[src/include/mgmt_params.svh]
`ifndef MGMT_PARAMS_SVH
`define MGMT_PARAMS_SVH

// Serial clock half periods in aclk cycles
`define MDC_DIV 4
`define EE_SK_DIV 4

// Frame lengths in bits
`define MDIO_PREAMBLE 32
`define MDIO_FRAME_LEN 64 // Preamble plus 32-bit management frame
`define EE_CMD_LEN 11 // Start, opcode, 8-bit address
`define EE_DATA_LEN 16

// Register byte offsets
`define REG_EERD 16'h0014
`define REG_MDIC 16'h0020
`define REG_ICR 16'h00C0
`define REG_IMS 16'h00D0
`define REG_IMC 16'h00D8

// ICR cause bits
`define ICR_MDAC 9
`define ICR_PHYINT 12

`endif

[src/hdl/mgmt_pkg.sv]
package mgmt_pkg;

	// EERD as written by the host
	typedef struct packed {
		logic [15:0] rsvd_hi;
		logic [7:0] addr; // EEPROM word address
		logic [6:0] rsvd_lo;
		logic start;
	} eerd_cmd_t;

	// EERD as read back
	typedef struct packed {
		logic [15:0] data; // Word read from EEPROM
		logic [10:0] rsvd_mid;
		logic done;
		logic [3:0] rsvd_lo;
	} eerd_resp_t;

	// One register word seen as command on write and response on read
	typedef union packed {
		eerd_cmd_t cmd;
		eerd_resp_t resp;
	} eerd_u;

endpackage

[src/hdl/mdio_master.sv]
`include "mgmt_params.svh"

module mdio_master (
	input logic aclk,
	input logic rst_i,
	input logic req_i,
	input logic [1:0] op_i,
	input logic [4:0] phy_addr_i,
	input logic [4:0] reg_addr_i,
	input logic [15:0] wdata_i,
	output logic ack_o,
	output logic [15:0] rdata_o,
	output logic mdc_o,
	input logic mdio_i,
	output logic mdio_o,
	output logic mdio_oe_o
);
	localparam int PRE = `MDIO_PREAMBLE;
	localparam int FRAME_LEN = `MDIO_FRAME_LEN;
	localparam int CNT_W = $clog2(FRAME_LEN);
	localparam int DIV_W = $clog2(`MDC_DIV + 1);

	logic run;
	logic start;
	logic tick;
	logic rd_op;
	logic [DIV_W-1:0] div_cnt;
	logic [CNT_W-1:0] bit_cnt;
	logic [CNT_W-1:0] nxt_cnt;
	logic [31:0] tx_sr; // Start, op, addresses, TA, data

	assign start = !run && !ack_o && req_i;
	assign tick = (div_cnt == DIV_W'(`MDC_DIV - 1));
	assign nxt_cnt = bit_cnt + 1'b1;

	always_ff @(posedge aclk) begin
		if (rst_i) begin
			run <= 1'b0;
			ack_o <= 1'b0;
			mdc_o <= 1'b0;
			mdio_o <= 1'b1;
			mdio_oe_o <= 1'b0;
			div_cnt <= '0;
			bit_cnt <= '0;
		end else if (!run) begin
			if (ack_o && !req_i) begin
				ack_o <= 1'b0;
			end else if (start) begin
				run <= 1'b1;
				div_cnt <= '0;
				bit_cnt <= '0;
				mdio_o <= 1'b1; // First preamble bit
				mdio_oe_o <= 1'b1;
			end
		end else if (tick) begin
			div_cnt <= '0;
			mdc_o <= !mdc_o;
			if (mdc_o) begin // Falling MDC edge
				if (bit_cnt == CNT_W'(FRAME_LEN - 1)) begin
					run <= 1'b0;
					ack_o <= 1'b1;
					mdio_o <= 1'b1;
					mdio_oe_o <= 1'b0;
				end else begin
					bit_cnt <= nxt_cnt;
					if (nxt_cnt >= CNT_W'(PRE))
						mdio_o <= tx_sr[31];
					if (rd_op && nxt_cnt == CNT_W'(PRE + 14))
						mdio_oe_o <= 1'b0; // Release at turnaround
				end
			end
		end else begin
			div_cnt <= div_cnt + 1'b1;
		end
	end

	always_ff @(posedge aclk) begin
		if (start) begin
			tx_sr <= {2'b01, op_i, phy_addr_i, reg_addr_i, 2'b10, wdata_i};
			rd_op <= (op_i == 2'b10);
		end else if (run && tick) begin
			if (mdc_o && nxt_cnt >= CNT_W'(PRE))
				tx_sr <= {tx_sr[30:0], 1'b0};
			// PHY data sampled on rising MDC
			if (!mdc_o && rd_op && bit_cnt >= CNT_W'(PRE + 16))
				rdata_o <= {rdata_o[14:0], mdio_i};
		end
	end

endmodule

[src/hdl/eeprom_reader.sv]
`include "mgmt_params.svh"

module eeprom_reader (
	input logic aclk,
	input logic rst_i,
	input logic req_i,
	input mgmt_pkg::eerd_u cmd_i,
	output logic ack_o,
	output mgmt_pkg::eerd_u resp_o,
	output logic ee_sk_o,
	output logic ee_cs_o,
	output logic ee_di_o,
	input logic ee_do_i
);
	localparam int CMD_LEN = `EE_CMD_LEN;
	localparam int NBITS = `EE_CMD_LEN + `EE_DATA_LEN;
	localparam int CNT_W = $clog2(NBITS);
	localparam int DIV_W = $clog2(`EE_SK_DIV + 1);

	logic run;
	logic start;
	logic tick;
	logic last;
	logic [DIV_W-1:0] div_cnt;
	logic [CNT_W-1:0] bit_cnt; // One count per SK period
	logic [CMD_LEN-1:0] tx_sr;
	logic [15:0] rx_sr;

	assign start = !run && !ack_o && req_i;
	assign tick = (div_cnt == DIV_W'(`EE_SK_DIV - 1));
	assign last = (bit_cnt == CNT_W'(NBITS - 1));
	assign ee_di_o = tx_sr[CMD_LEN-1];

	always_ff @(posedge aclk) begin
		if (rst_i) begin
			run <= 1'b0;
			ack_o <= 1'b0;
			ee_cs_o <= 1'b0;
			ee_sk_o <= 1'b0;
			div_cnt <= '0;
			bit_cnt <= '0;
			tx_sr <= '0;
		end else if (!run) begin
			if (ack_o && !req_i) begin
				ack_o <= 1'b0;
			end else if (start) begin
				run <= 1'b1;
				ee_cs_o <= 1'b1;
				div_cnt <= '0;
				bit_cnt <= '0;
				tx_sr <= {3'b110, cmd_i.cmd.addr}; // Start bit and READ opcode
			end
		end else if (tick) begin
			div_cnt <= '0;
			ee_sk_o <= !ee_sk_o;
			if (ee_sk_o) begin // Falling SK edge
				tx_sr <= {tx_sr[CMD_LEN-2:0], 1'b0};
				if (last) begin
					run <= 1'b0;
					ack_o <= 1'b1;
					ee_cs_o <= 1'b0;
				end else begin
					bit_cnt <= bit_cnt + 1'b1;
				end
			end
		end else begin
			div_cnt <= div_cnt + 1'b1;
		end
	end

	// Data bits taken on falling SK after the command
	always_ff @(posedge aclk) begin
		if (run && tick && ee_sk_o && bit_cnt >= CNT_W'(CMD_LEN)) begin
			rx_sr <= {rx_sr[14:0], ee_do_i};
			if (last) begin
				resp_o <= '0;
				resp_o.resp.data <= {rx_sr[14:0], ee_do_i};
				resp_o.resp.done <= 1'b1;
			end
		end
	end

endmodule

[src/hdl/mgmt_regs.sv]
`include "mgmt_params.svh"

module mgmt_regs (
	input logic aclk,
	input logic rst_i,
	input logic reg_req_i,
	input logic reg_we_i,
	input logic [15:0] reg_addr_i,
	input logic [31:0] reg_wdata_i,
	output logic reg_ack_o,
	output logic [31:0] reg_rdata_o,
	output logic intr_o,
	input logic phy_int_i,
	output logic mdio_req_o,
	output logic [1:0] mdio_op_o,
	output logic [4:0] mdio_phy_addr_o,
	output logic [4:0] mdio_reg_addr_o,
	output logic [15:0] mdio_wdata_o,
	input logic mdio_ack_i,
	input logic [15:0] mdio_rdata_i,
	output logic ee_req_o,
	output mgmt_pkg::eerd_u ee_cmd_o,
	input logic ee_ack_i,
	input mgmt_pkg::eerd_u ee_resp_i
);
	import mgmt_pkg::*;

	logic acc;
	logic wr_mdic;
	logic wr_eerd;
	logic rd_icr;
	logic wr_ims;
	logic wr_imc;
	logic mdio_done;
	logic ee_done;
	logic mdic_r;
	logic [2:0] phy_int_sync; // Two sync stages and edge history
	logic [31:0] icr_q;
	logic [31:0] ims_q;
	logic [31:0] icr_set;
	eerd_u eerd_q;
	eerd_u wr_word;

	assign acc = reg_req_i && !reg_ack_o; // Access lands as ack rises
	assign wr_word = reg_wdata_i;
	assign mdio_done = mdio_req_o && mdio_ack_i;
	assign ee_done = ee_req_o && ee_ack_i;

	// Writes are dropped while the worker is busy
	assign wr_mdic = acc && reg_we_i && reg_addr_i == `REG_MDIC && !mdio_req_o && !mdio_ack_i;
	assign wr_eerd = acc && reg_we_i && reg_addr_i == `REG_EERD && wr_word.cmd.start &&
		!ee_req_o && !ee_ack_i;
	assign rd_icr = acc && !reg_we_i && reg_addr_i == `REG_ICR;
	assign wr_ims = acc && reg_we_i && reg_addr_i == `REG_IMS;
	assign wr_imc = acc && reg_we_i && reg_addr_i == `REG_IMC;

	always_comb begin
		icr_set = '0;
		icr_set[`ICR_MDAC] = mdio_done;
		icr_set[`ICR_PHYINT] = phy_int_sync[1] && !phy_int_sync[2];
	end

	always_ff @(posedge aclk) begin
		if (rst_i)
			reg_ack_o <= 1'b0;
		else
			reg_ack_o <= reg_req_i;
	end

	always_ff @(posedge aclk) begin
		if (acc) begin
			case (reg_addr_i)
				`REG_MDIC: reg_rdata_o <= {3'b000, mdic_r, mdio_op_o, mdio_phy_addr_o,
					mdio_reg_addr_o, mdio_wdata_o};
				`REG_EERD: reg_rdata_o <= eerd_q;
				`REG_ICR: reg_rdata_o <= icr_q;
				`REG_IMS: reg_rdata_o <= ims_q;
				default: reg_rdata_o <= '0;
			endcase
		end
	end

	// MDIC data field doubles as read result
	always_ff @(posedge aclk) begin
		if (rst_i) begin
			mdio_req_o <= 1'b0;
			mdic_r <= 1'b0;
			mdio_op_o <= '0;
			mdio_phy_addr_o <= '0;
			mdio_reg_addr_o <= '0;
			mdio_wdata_o <= '0;
		end else if (wr_mdic) begin
			mdio_req_o <= 1'b1;
			mdic_r <= 1'b0;
			mdio_op_o <= reg_wdata_i[27:26];
			mdio_phy_addr_o <= reg_wdata_i[25:21];
			mdio_reg_addr_o <= reg_wdata_i[20:16];
			mdio_wdata_o <= reg_wdata_i[15:0];
		end else if (mdio_done) begin
			mdio_req_o <= 1'b0;
			mdic_r <= 1'b1;
			if (mdio_op_o == 2'b10)
				mdio_wdata_o <= mdio_rdata_i;
		end
	end

	always_ff @(posedge aclk) begin
		if (rst_i) begin
			ee_req_o <= 1'b0;
			eerd_q <= '0;
		end else if (wr_eerd) begin
			ee_req_o <= 1'b1;
			eerd_q.resp.done <= 1'b0;
		end else if (ee_done) begin
			ee_req_o <= 1'b0;
			eerd_q <= ee_resp_i;
		end
	end

	always_ff @(posedge aclk) begin
		if (wr_eerd)
			ee_cmd_o <= wr_word;
	end

	always_ff @(posedge aclk) begin
		if (rst_i) begin
			phy_int_sync <= '0;
			icr_q <= '0;
			ims_q <= '0;
			intr_o <= 1'b0;
		end else begin
			phy_int_sync <= {phy_int_sync[1:0], phy_int_i};
			icr_q <= (rd_icr ? 32'h0 : icr_q) | icr_set; // New causes survive a read
			if (wr_ims)
				ims_q <= ims_q | reg_wdata_i;
			else if (wr_imc)
				ims_q <= ims_q & ~reg_wdata_i;
			intr_o <= |(icr_q & ims_q);
		end
	end

endmodule

[src/hdl/mgmt_top.sv]
module mgmt_top (
	input logic aclk,
	input logic rst_i,
	input logic reg_req_i,
	input logic reg_we_i,
	input logic [15:0] reg_addr_i,
	input logic [31:0] reg_wdata_i,
	output logic reg_ack_o,
	output logic [31:0] reg_rdata_o,
	output logic intr_o,
	input logic phy_int_i,
	output logic mdc_o,
	input logic mdio_i,
	output logic mdio_o,
	output logic mdio_oe_o,
	output logic ee_sk_o,
	output logic ee_cs_o,
	output logic ee_di_o,
	input logic ee_do_i
);
	import mgmt_pkg::*;

	logic mdio_req;
	logic mdio_ack;
	logic [1:0] mdio_op;
	logic [4:0] mdio_phy_addr;
	logic [4:0] mdio_reg_addr;
	logic [15:0] mdio_wdata;
	logic [15:0] mdio_rdata;
	logic ee_req;
	logic ee_ack;
	eerd_u ee_cmd;
	eerd_u ee_resp;

	mgmt_regs u_mgmt_regs (
		.aclk(aclk), .rst_i(rst_i),
		.reg_req_i(reg_req_i), .reg_we_i(reg_we_i),
		.reg_addr_i(reg_addr_i), .reg_wdata_i(reg_wdata_i),
		.reg_ack_o(reg_ack_o), .reg_rdata_o(reg_rdata_o),
		.intr_o(intr_o), .phy_int_i(phy_int_i),
		.mdio_req_o(mdio_req), .mdio_op_o(mdio_op),
		.mdio_phy_addr_o(mdio_phy_addr), .mdio_reg_addr_o(mdio_reg_addr),
		.mdio_wdata_o(mdio_wdata), .mdio_ack_i(mdio_ack), .mdio_rdata_i(mdio_rdata),
		.ee_req_o(ee_req), .ee_cmd_o(ee_cmd), .ee_ack_i(ee_ack), .ee_resp_i(ee_resp)
	);

	mdio_master u_mdio_master (
		.aclk(aclk), .rst_i(rst_i),
		.req_i(mdio_req), .op_i(mdio_op),
		.phy_addr_i(mdio_phy_addr), .reg_addr_i(mdio_reg_addr), .wdata_i(mdio_wdata),
		.ack_o(mdio_ack), .rdata_o(mdio_rdata),
		.mdc_o(mdc_o), .mdio_i(mdio_i), .mdio_o(mdio_o), .mdio_oe_o(mdio_oe_o)
	);

	eeprom_reader u_eeprom_reader (
		.aclk(aclk), .rst_i(rst_i),
		.req_i(ee_req), .cmd_i(ee_cmd), .ack_o(ee_ack), .resp_o(ee_resp),
		.ee_sk_o(ee_sk_o), .ee_cs_o(ee_cs_o), .ee_di_o(ee_di_o), .ee_do_i(ee_do_i)
	);

endmodule

[config.mk]
export PLATFORM = sky130hd
export DESIGN_NAME = mgmt_top
export DESIGN_NICKNAME = d
export VERILOG_FILES = /design/src/hdl/mgmt_pkg.sv /design/src/hdl/mdio_master.sv /design/src/hdl/eeprom_reader.sv /design/src/hdl/mgmt_regs.sv /design/src/hdl/mgmt_top.sv
export VERILOG_INCLUDE_DIRS = /design/src /design/src/include
export SDC_FILE = /design/constraint.sdc
export NUM_CORES = 1
export LEC_CHECK = 0
export ABC_AREA = 1
export ABC_CLOCK_PERIOD_IN_PS = 4500
export BUFFER_PORTS_ARGS = -buffer_cell sky130_fd_sc_hd__buf_2
export CAP_MARGIN = 20
export CORE_ASPECT_RATIO = 1.1
export CORE_MARGIN = 3
export CORE_UTILIZATION = 50
export DETAILED_ROUTE_END_ITERATION = 8
export GPL_TIMING_DRIVEN = 0
export PLACE_DENSITY = 0.68
export SYNTH_ARGS = -nofsm -noshare
export SYNTH_HDL_FRONTEND = slang
export SYNTH_HIERARCHICAL = 1
export SYNTH_SLANG_ARGS = --single-unit
[constraint.sdc]
create_clock -name aclk -period 4.5 [get_ports aclk]
set_input_delay 0.225 -clock aclk [delete_from_list [all_inputs] [get_ports aclk]]
set_output_delay 0.225 -clock aclk [all_outputs]
set_load 0.02 [all_outputs]
==> impl_summary.md <==
Layout
The register area is 0.006346 sq mm. The net count reported at finish is 1530. The multi-input gate area in the final layout is 0.004091 sq mm. The layout cell share with drive strength beyond 1 is 16.50%. Relative to the synthesized area, the layout overhead comes to 19.36%. After routing the design area is 0.01339 sq mm.

The number of standard cells in the layout, taps in and fillers out is 1782. Cells fill 61.84% of the core in the end. The count of fill cells added during filler insertion is 1880.

Power
The leakage power is 5.453 nW. Combinational logic burns 4.4% of the power. Net switching is 21.48% of the power.

In this run the power density over the cells is 368.0 mW/mm^2. The clock network accounts for 45.3% of the total power. The largest voltage drop on the vdd net is 0.0002830 V. The share of total power dissipated in sequential elements is 50.3%. For this design the total switching power over the nets is 0.001058 W.

Cell internal power was estimated by the tool at 0.003869 W.

Clock tree
The count of cells resized by post-cts repair is 0. The TritonCTS clock tree is built. The clock slew at the register clock pins of the worst setup and hold paths is 60 ps. Clock tree synthesis inserted a total of 28 buffers. Counting along the longest clock path gives a buffer depth of 3.

The clock latency reported for the late side of the worst-skew pair is 530 ps. In this run the number of H-tree levels came out at 1. The tree is rooted in a sky130_fd_sc_hd__clkbuf_16.

The clock net in this run drives a total of 259 sinks.

Placed design
The number of instances in the placed design is 1698. The congestion estimate from routability-driven global placement came to 0.8436. Summing all placed instances gives a cell area of 0.01215 sq mm.

The detailed placer's ending HPWL is 20280 um. The count of input and output buffers is 94.

Critical path
The number of buffers and inverters on the critical path is 3. The worst setup path is captured at a flop. Data arrives at the worst endpoint at 2360 ps. STA classifies the critical path startpoint as a flop. Of all nets on the critical path, the largest fanout is 12. The kind of cell adding the most delay to the critical path is simple AND/OR/NAND/NOR gates. STA puts the critical path data required time at 4730 ps. On the critical path, the stage with the largest delay is an instance of sky130_fd_sc_hd__nor3_2.

The critical path runs through a total of 7 cells. The depth of the worst register-to-register path is 7. The signal on the critical path passes through ha_1 > nand2_1 > nor2_4 > buf_6 > inv_1 > nor3_2 > buf_6. The largest stage delay on the critical path is 390 ps.

The worst setup path category is flop to flop. The most numerous cell on the critical path is sky130_fd_sc_hd__buf_6.

Job
The max capacitance violation total is 0.

Timing
Adding up every negative setup slack in the final design gives 0 ps. The final hold violation count is 0. The relative slew slack is 47.01%. The number of pins exceeding their max-slew limit in the final report came to 0. The final critical-path share of the clock period is 47.45%. The achievable frequency is 468.3 MHz. Setup violations remaining at the end of the flow were counted as 0. The clock period could shrink to 2135 ps. For the pin with the worst max-slew slack, the measured transition is 791.9 ps.

The clock arrives with 11.11 ps of skew. Setup repair after global routing left no endpoint under its margin.

Detailed routing
After detailed routing, the number of vias per cell comes to 5.108. For this block, the initial DRC count from the detailed router was 648. Once detail routing completed, the nets flagged for antenna violations numbered 0. The number of optimization iterations in the first detailed-route pass is 5.

The final wirelength is 27880 um. The wire length per cell is 15.65 um. The count of vias placed by the detailed router is 9102. For this run, design rule violations remaining after detail routing come to 0.

Global route
The number of global-route vias before repair is 8706. After global routing the overflow that remains totals 0. The initial antenna violation count is 1.

The global-route wire length before repair is 44860 um. Entering global routing, the biggest net connects 29 pins. Across every metal layer, demand over resource in global routing totals 22.91%.

Yosys
The mean instance size in the synthesized netlist is 8.648 sq um. During synthesis, Yosys emitted a total of 6 warnings. The mapped netlist covers 0.01122 sq mm.

The cell count after synthesis is 1297.

Min path
In this run the worst hold path is classified as input port to flop. The number of instances on the worst hold path is 3.

Floorplan
The overall die width is 148.8 um. The site row count is 56. The initial utilization of the core area, before any placement, comes to 51.81%.

For this design the top-level I/O count stands at 95. The area of the core is 0.02165 sq mm. The die covers 0.02427 sq mm. The die span in y is 163.1 um.

Outcome
The flow ran to the end, and the final reports show no timing, DRC or antenna violations.
## worst paths after layout
path                                                  start                             end  slack, ps
worst max-delay path               u_mdio_master/div_cnt[0]        u_mdio_master/rdata_o[0]       2360
worst min-delay path                        reg_wdata_i[20]  u_mgmt_regs/mdio_reg_addr_o[4]         20
worst max register to register     u_mdio_master/div_cnt[0]        u_mdio_master/rdata_o[0]       2360
worst min register to register  u_mgmt_regs/phy_int_sync[0]     u_mgmt_regs/phy_int_sync[1]        410
## worst reg2reg max path, cell delays in order (launching register included)
cell                      delay [ps]
sky130_fd_sc_hd__dfxtp_1         360
sky130_fd_sc_hd__ha_1            210
sky130_fd_sc_hd__nand2_1         120
sky130_fd_sc_hd__nor2_4          250
sky130_fd_sc_hd__buf_6           200
sky130_fd_sc_hd__inv_1            70
sky130_fd_sc_hd__nor3_2          390
sky130_fd_sc_hd__buf_6           240
## through the flow
step	setup slack [ps]	power (W)	hold slack, ps
finish	2365	0.004927	21.91
floorplan	1971	0.002636	314.7
global placement	1335	0.002719	391.7
global route	2181	0.005100	10.67
CTS	2015	0.004968	0.7254
detailed placement	2022	0.002725	398.1
## power by group through the flow
stage,combinational [W],sequential [W],clock (W)
4_1_cts,0.000214,0.00248,0.00227
3_5_place_dp,0.000194,0.00253,0
5_1_grt,0.000237,0.00248,0.00238
6_report,0.000216,0.00248,0.00223
2_1_floorplan,0.0000922,0.00254,0
3_3_place_gp,0.000188,0.00253,0
## routing by layer
layer  global-route usage (%)  vias to the layer above  part of all wire [%]
li1                         -                     4656                     -
met1                    30.11                     4161                    43
met2                    39.63                      250                    49
met3                    3.829                       35                   5.4
met4                    5.909                        0                   1.9
met5                        0                        -                     0
## what timing repair did
action,CTS,global route
hold buffers,30,0
setup buffers,0,0
endpoints found under the hold margin,35,0
## area by class of cell
cell class	instances	share of cell area, %
flip-flops and latches	259	47.40
multi-input cells	876	30.56
repair buffers	128	6.308
clock buffers	40	6.112
plain buffers	90	3.785
well taps	290	2.710
inverters	86	2.467
clock inverters	12	0.6448
diodes	1	0.01869
## placed cells by master (no fill, tap or decap), types with 2 or more instances in the layout
master / count
sky130_fd_sc_hd__nor2_2: 7
sky130_fd_sc_hd__clkbuf_1: 36
sky130_fd_sc_hd__inv_1: 75
sky130_fd_sc_hd__nand2_4: 3
sky130_fd_sc_hd__nand3_1: 169
sky130_fd_sc_hd__o21ai_0: 52
sky130_fd_sc_hd__nor3_2: 4
sky130_fd_sc_hd__o21ai_1: 6
sky130_fd_sc_hd__buf_4: 21
sky130_fd_sc_hd__clkinv_1: 4
sky130_fd_sc_hd__edfxtp_1: 116
sky130_fd_sc_hd__a21oi_1: 65
sky130_fd_sc_hd__buf_6: 7
sky130_fd_sc_hd__nand4_1: 52
sky130_fd_sc_hd__dlygate4sd3_1: 30
sky130_fd_sc_hd__inv_2: 9
sky130_fd_sc_hd__ha_1: 6
sky130_fd_sc_hd__dfxtp_1: 143
sky130_fd_sc_hd__nand3_2: 2
sky130_fd_sc_hd__nor3_4: 2
sky130_fd_sc_hd__nand2_2: 10
sky130_fd_sc_hd__nor2_1: 151
sky130_fd_sc_hd__buf_2: 124
sky130_fd_sc_hd__nor2_4: 7
sky130_fd_sc_hd__or2_1: 2
sky130_fd_sc_hd__nor3_1: 3
sky130_fd_sc_hd__clkbuf_16: 30
sky130_fd_sc_hd__clkbuf_8: 3
sky130_fd_sc_hd__nand2_1: 308
sky130_fd_sc_hd__buf_16: 2
sky130_fd_sc_hd__clkinv_2: 5
sky130_fd_sc_hd__buf_1: 4
sky130_fd_sc_hd__conb_1: 16
Power figures use the tool's default switching activity.
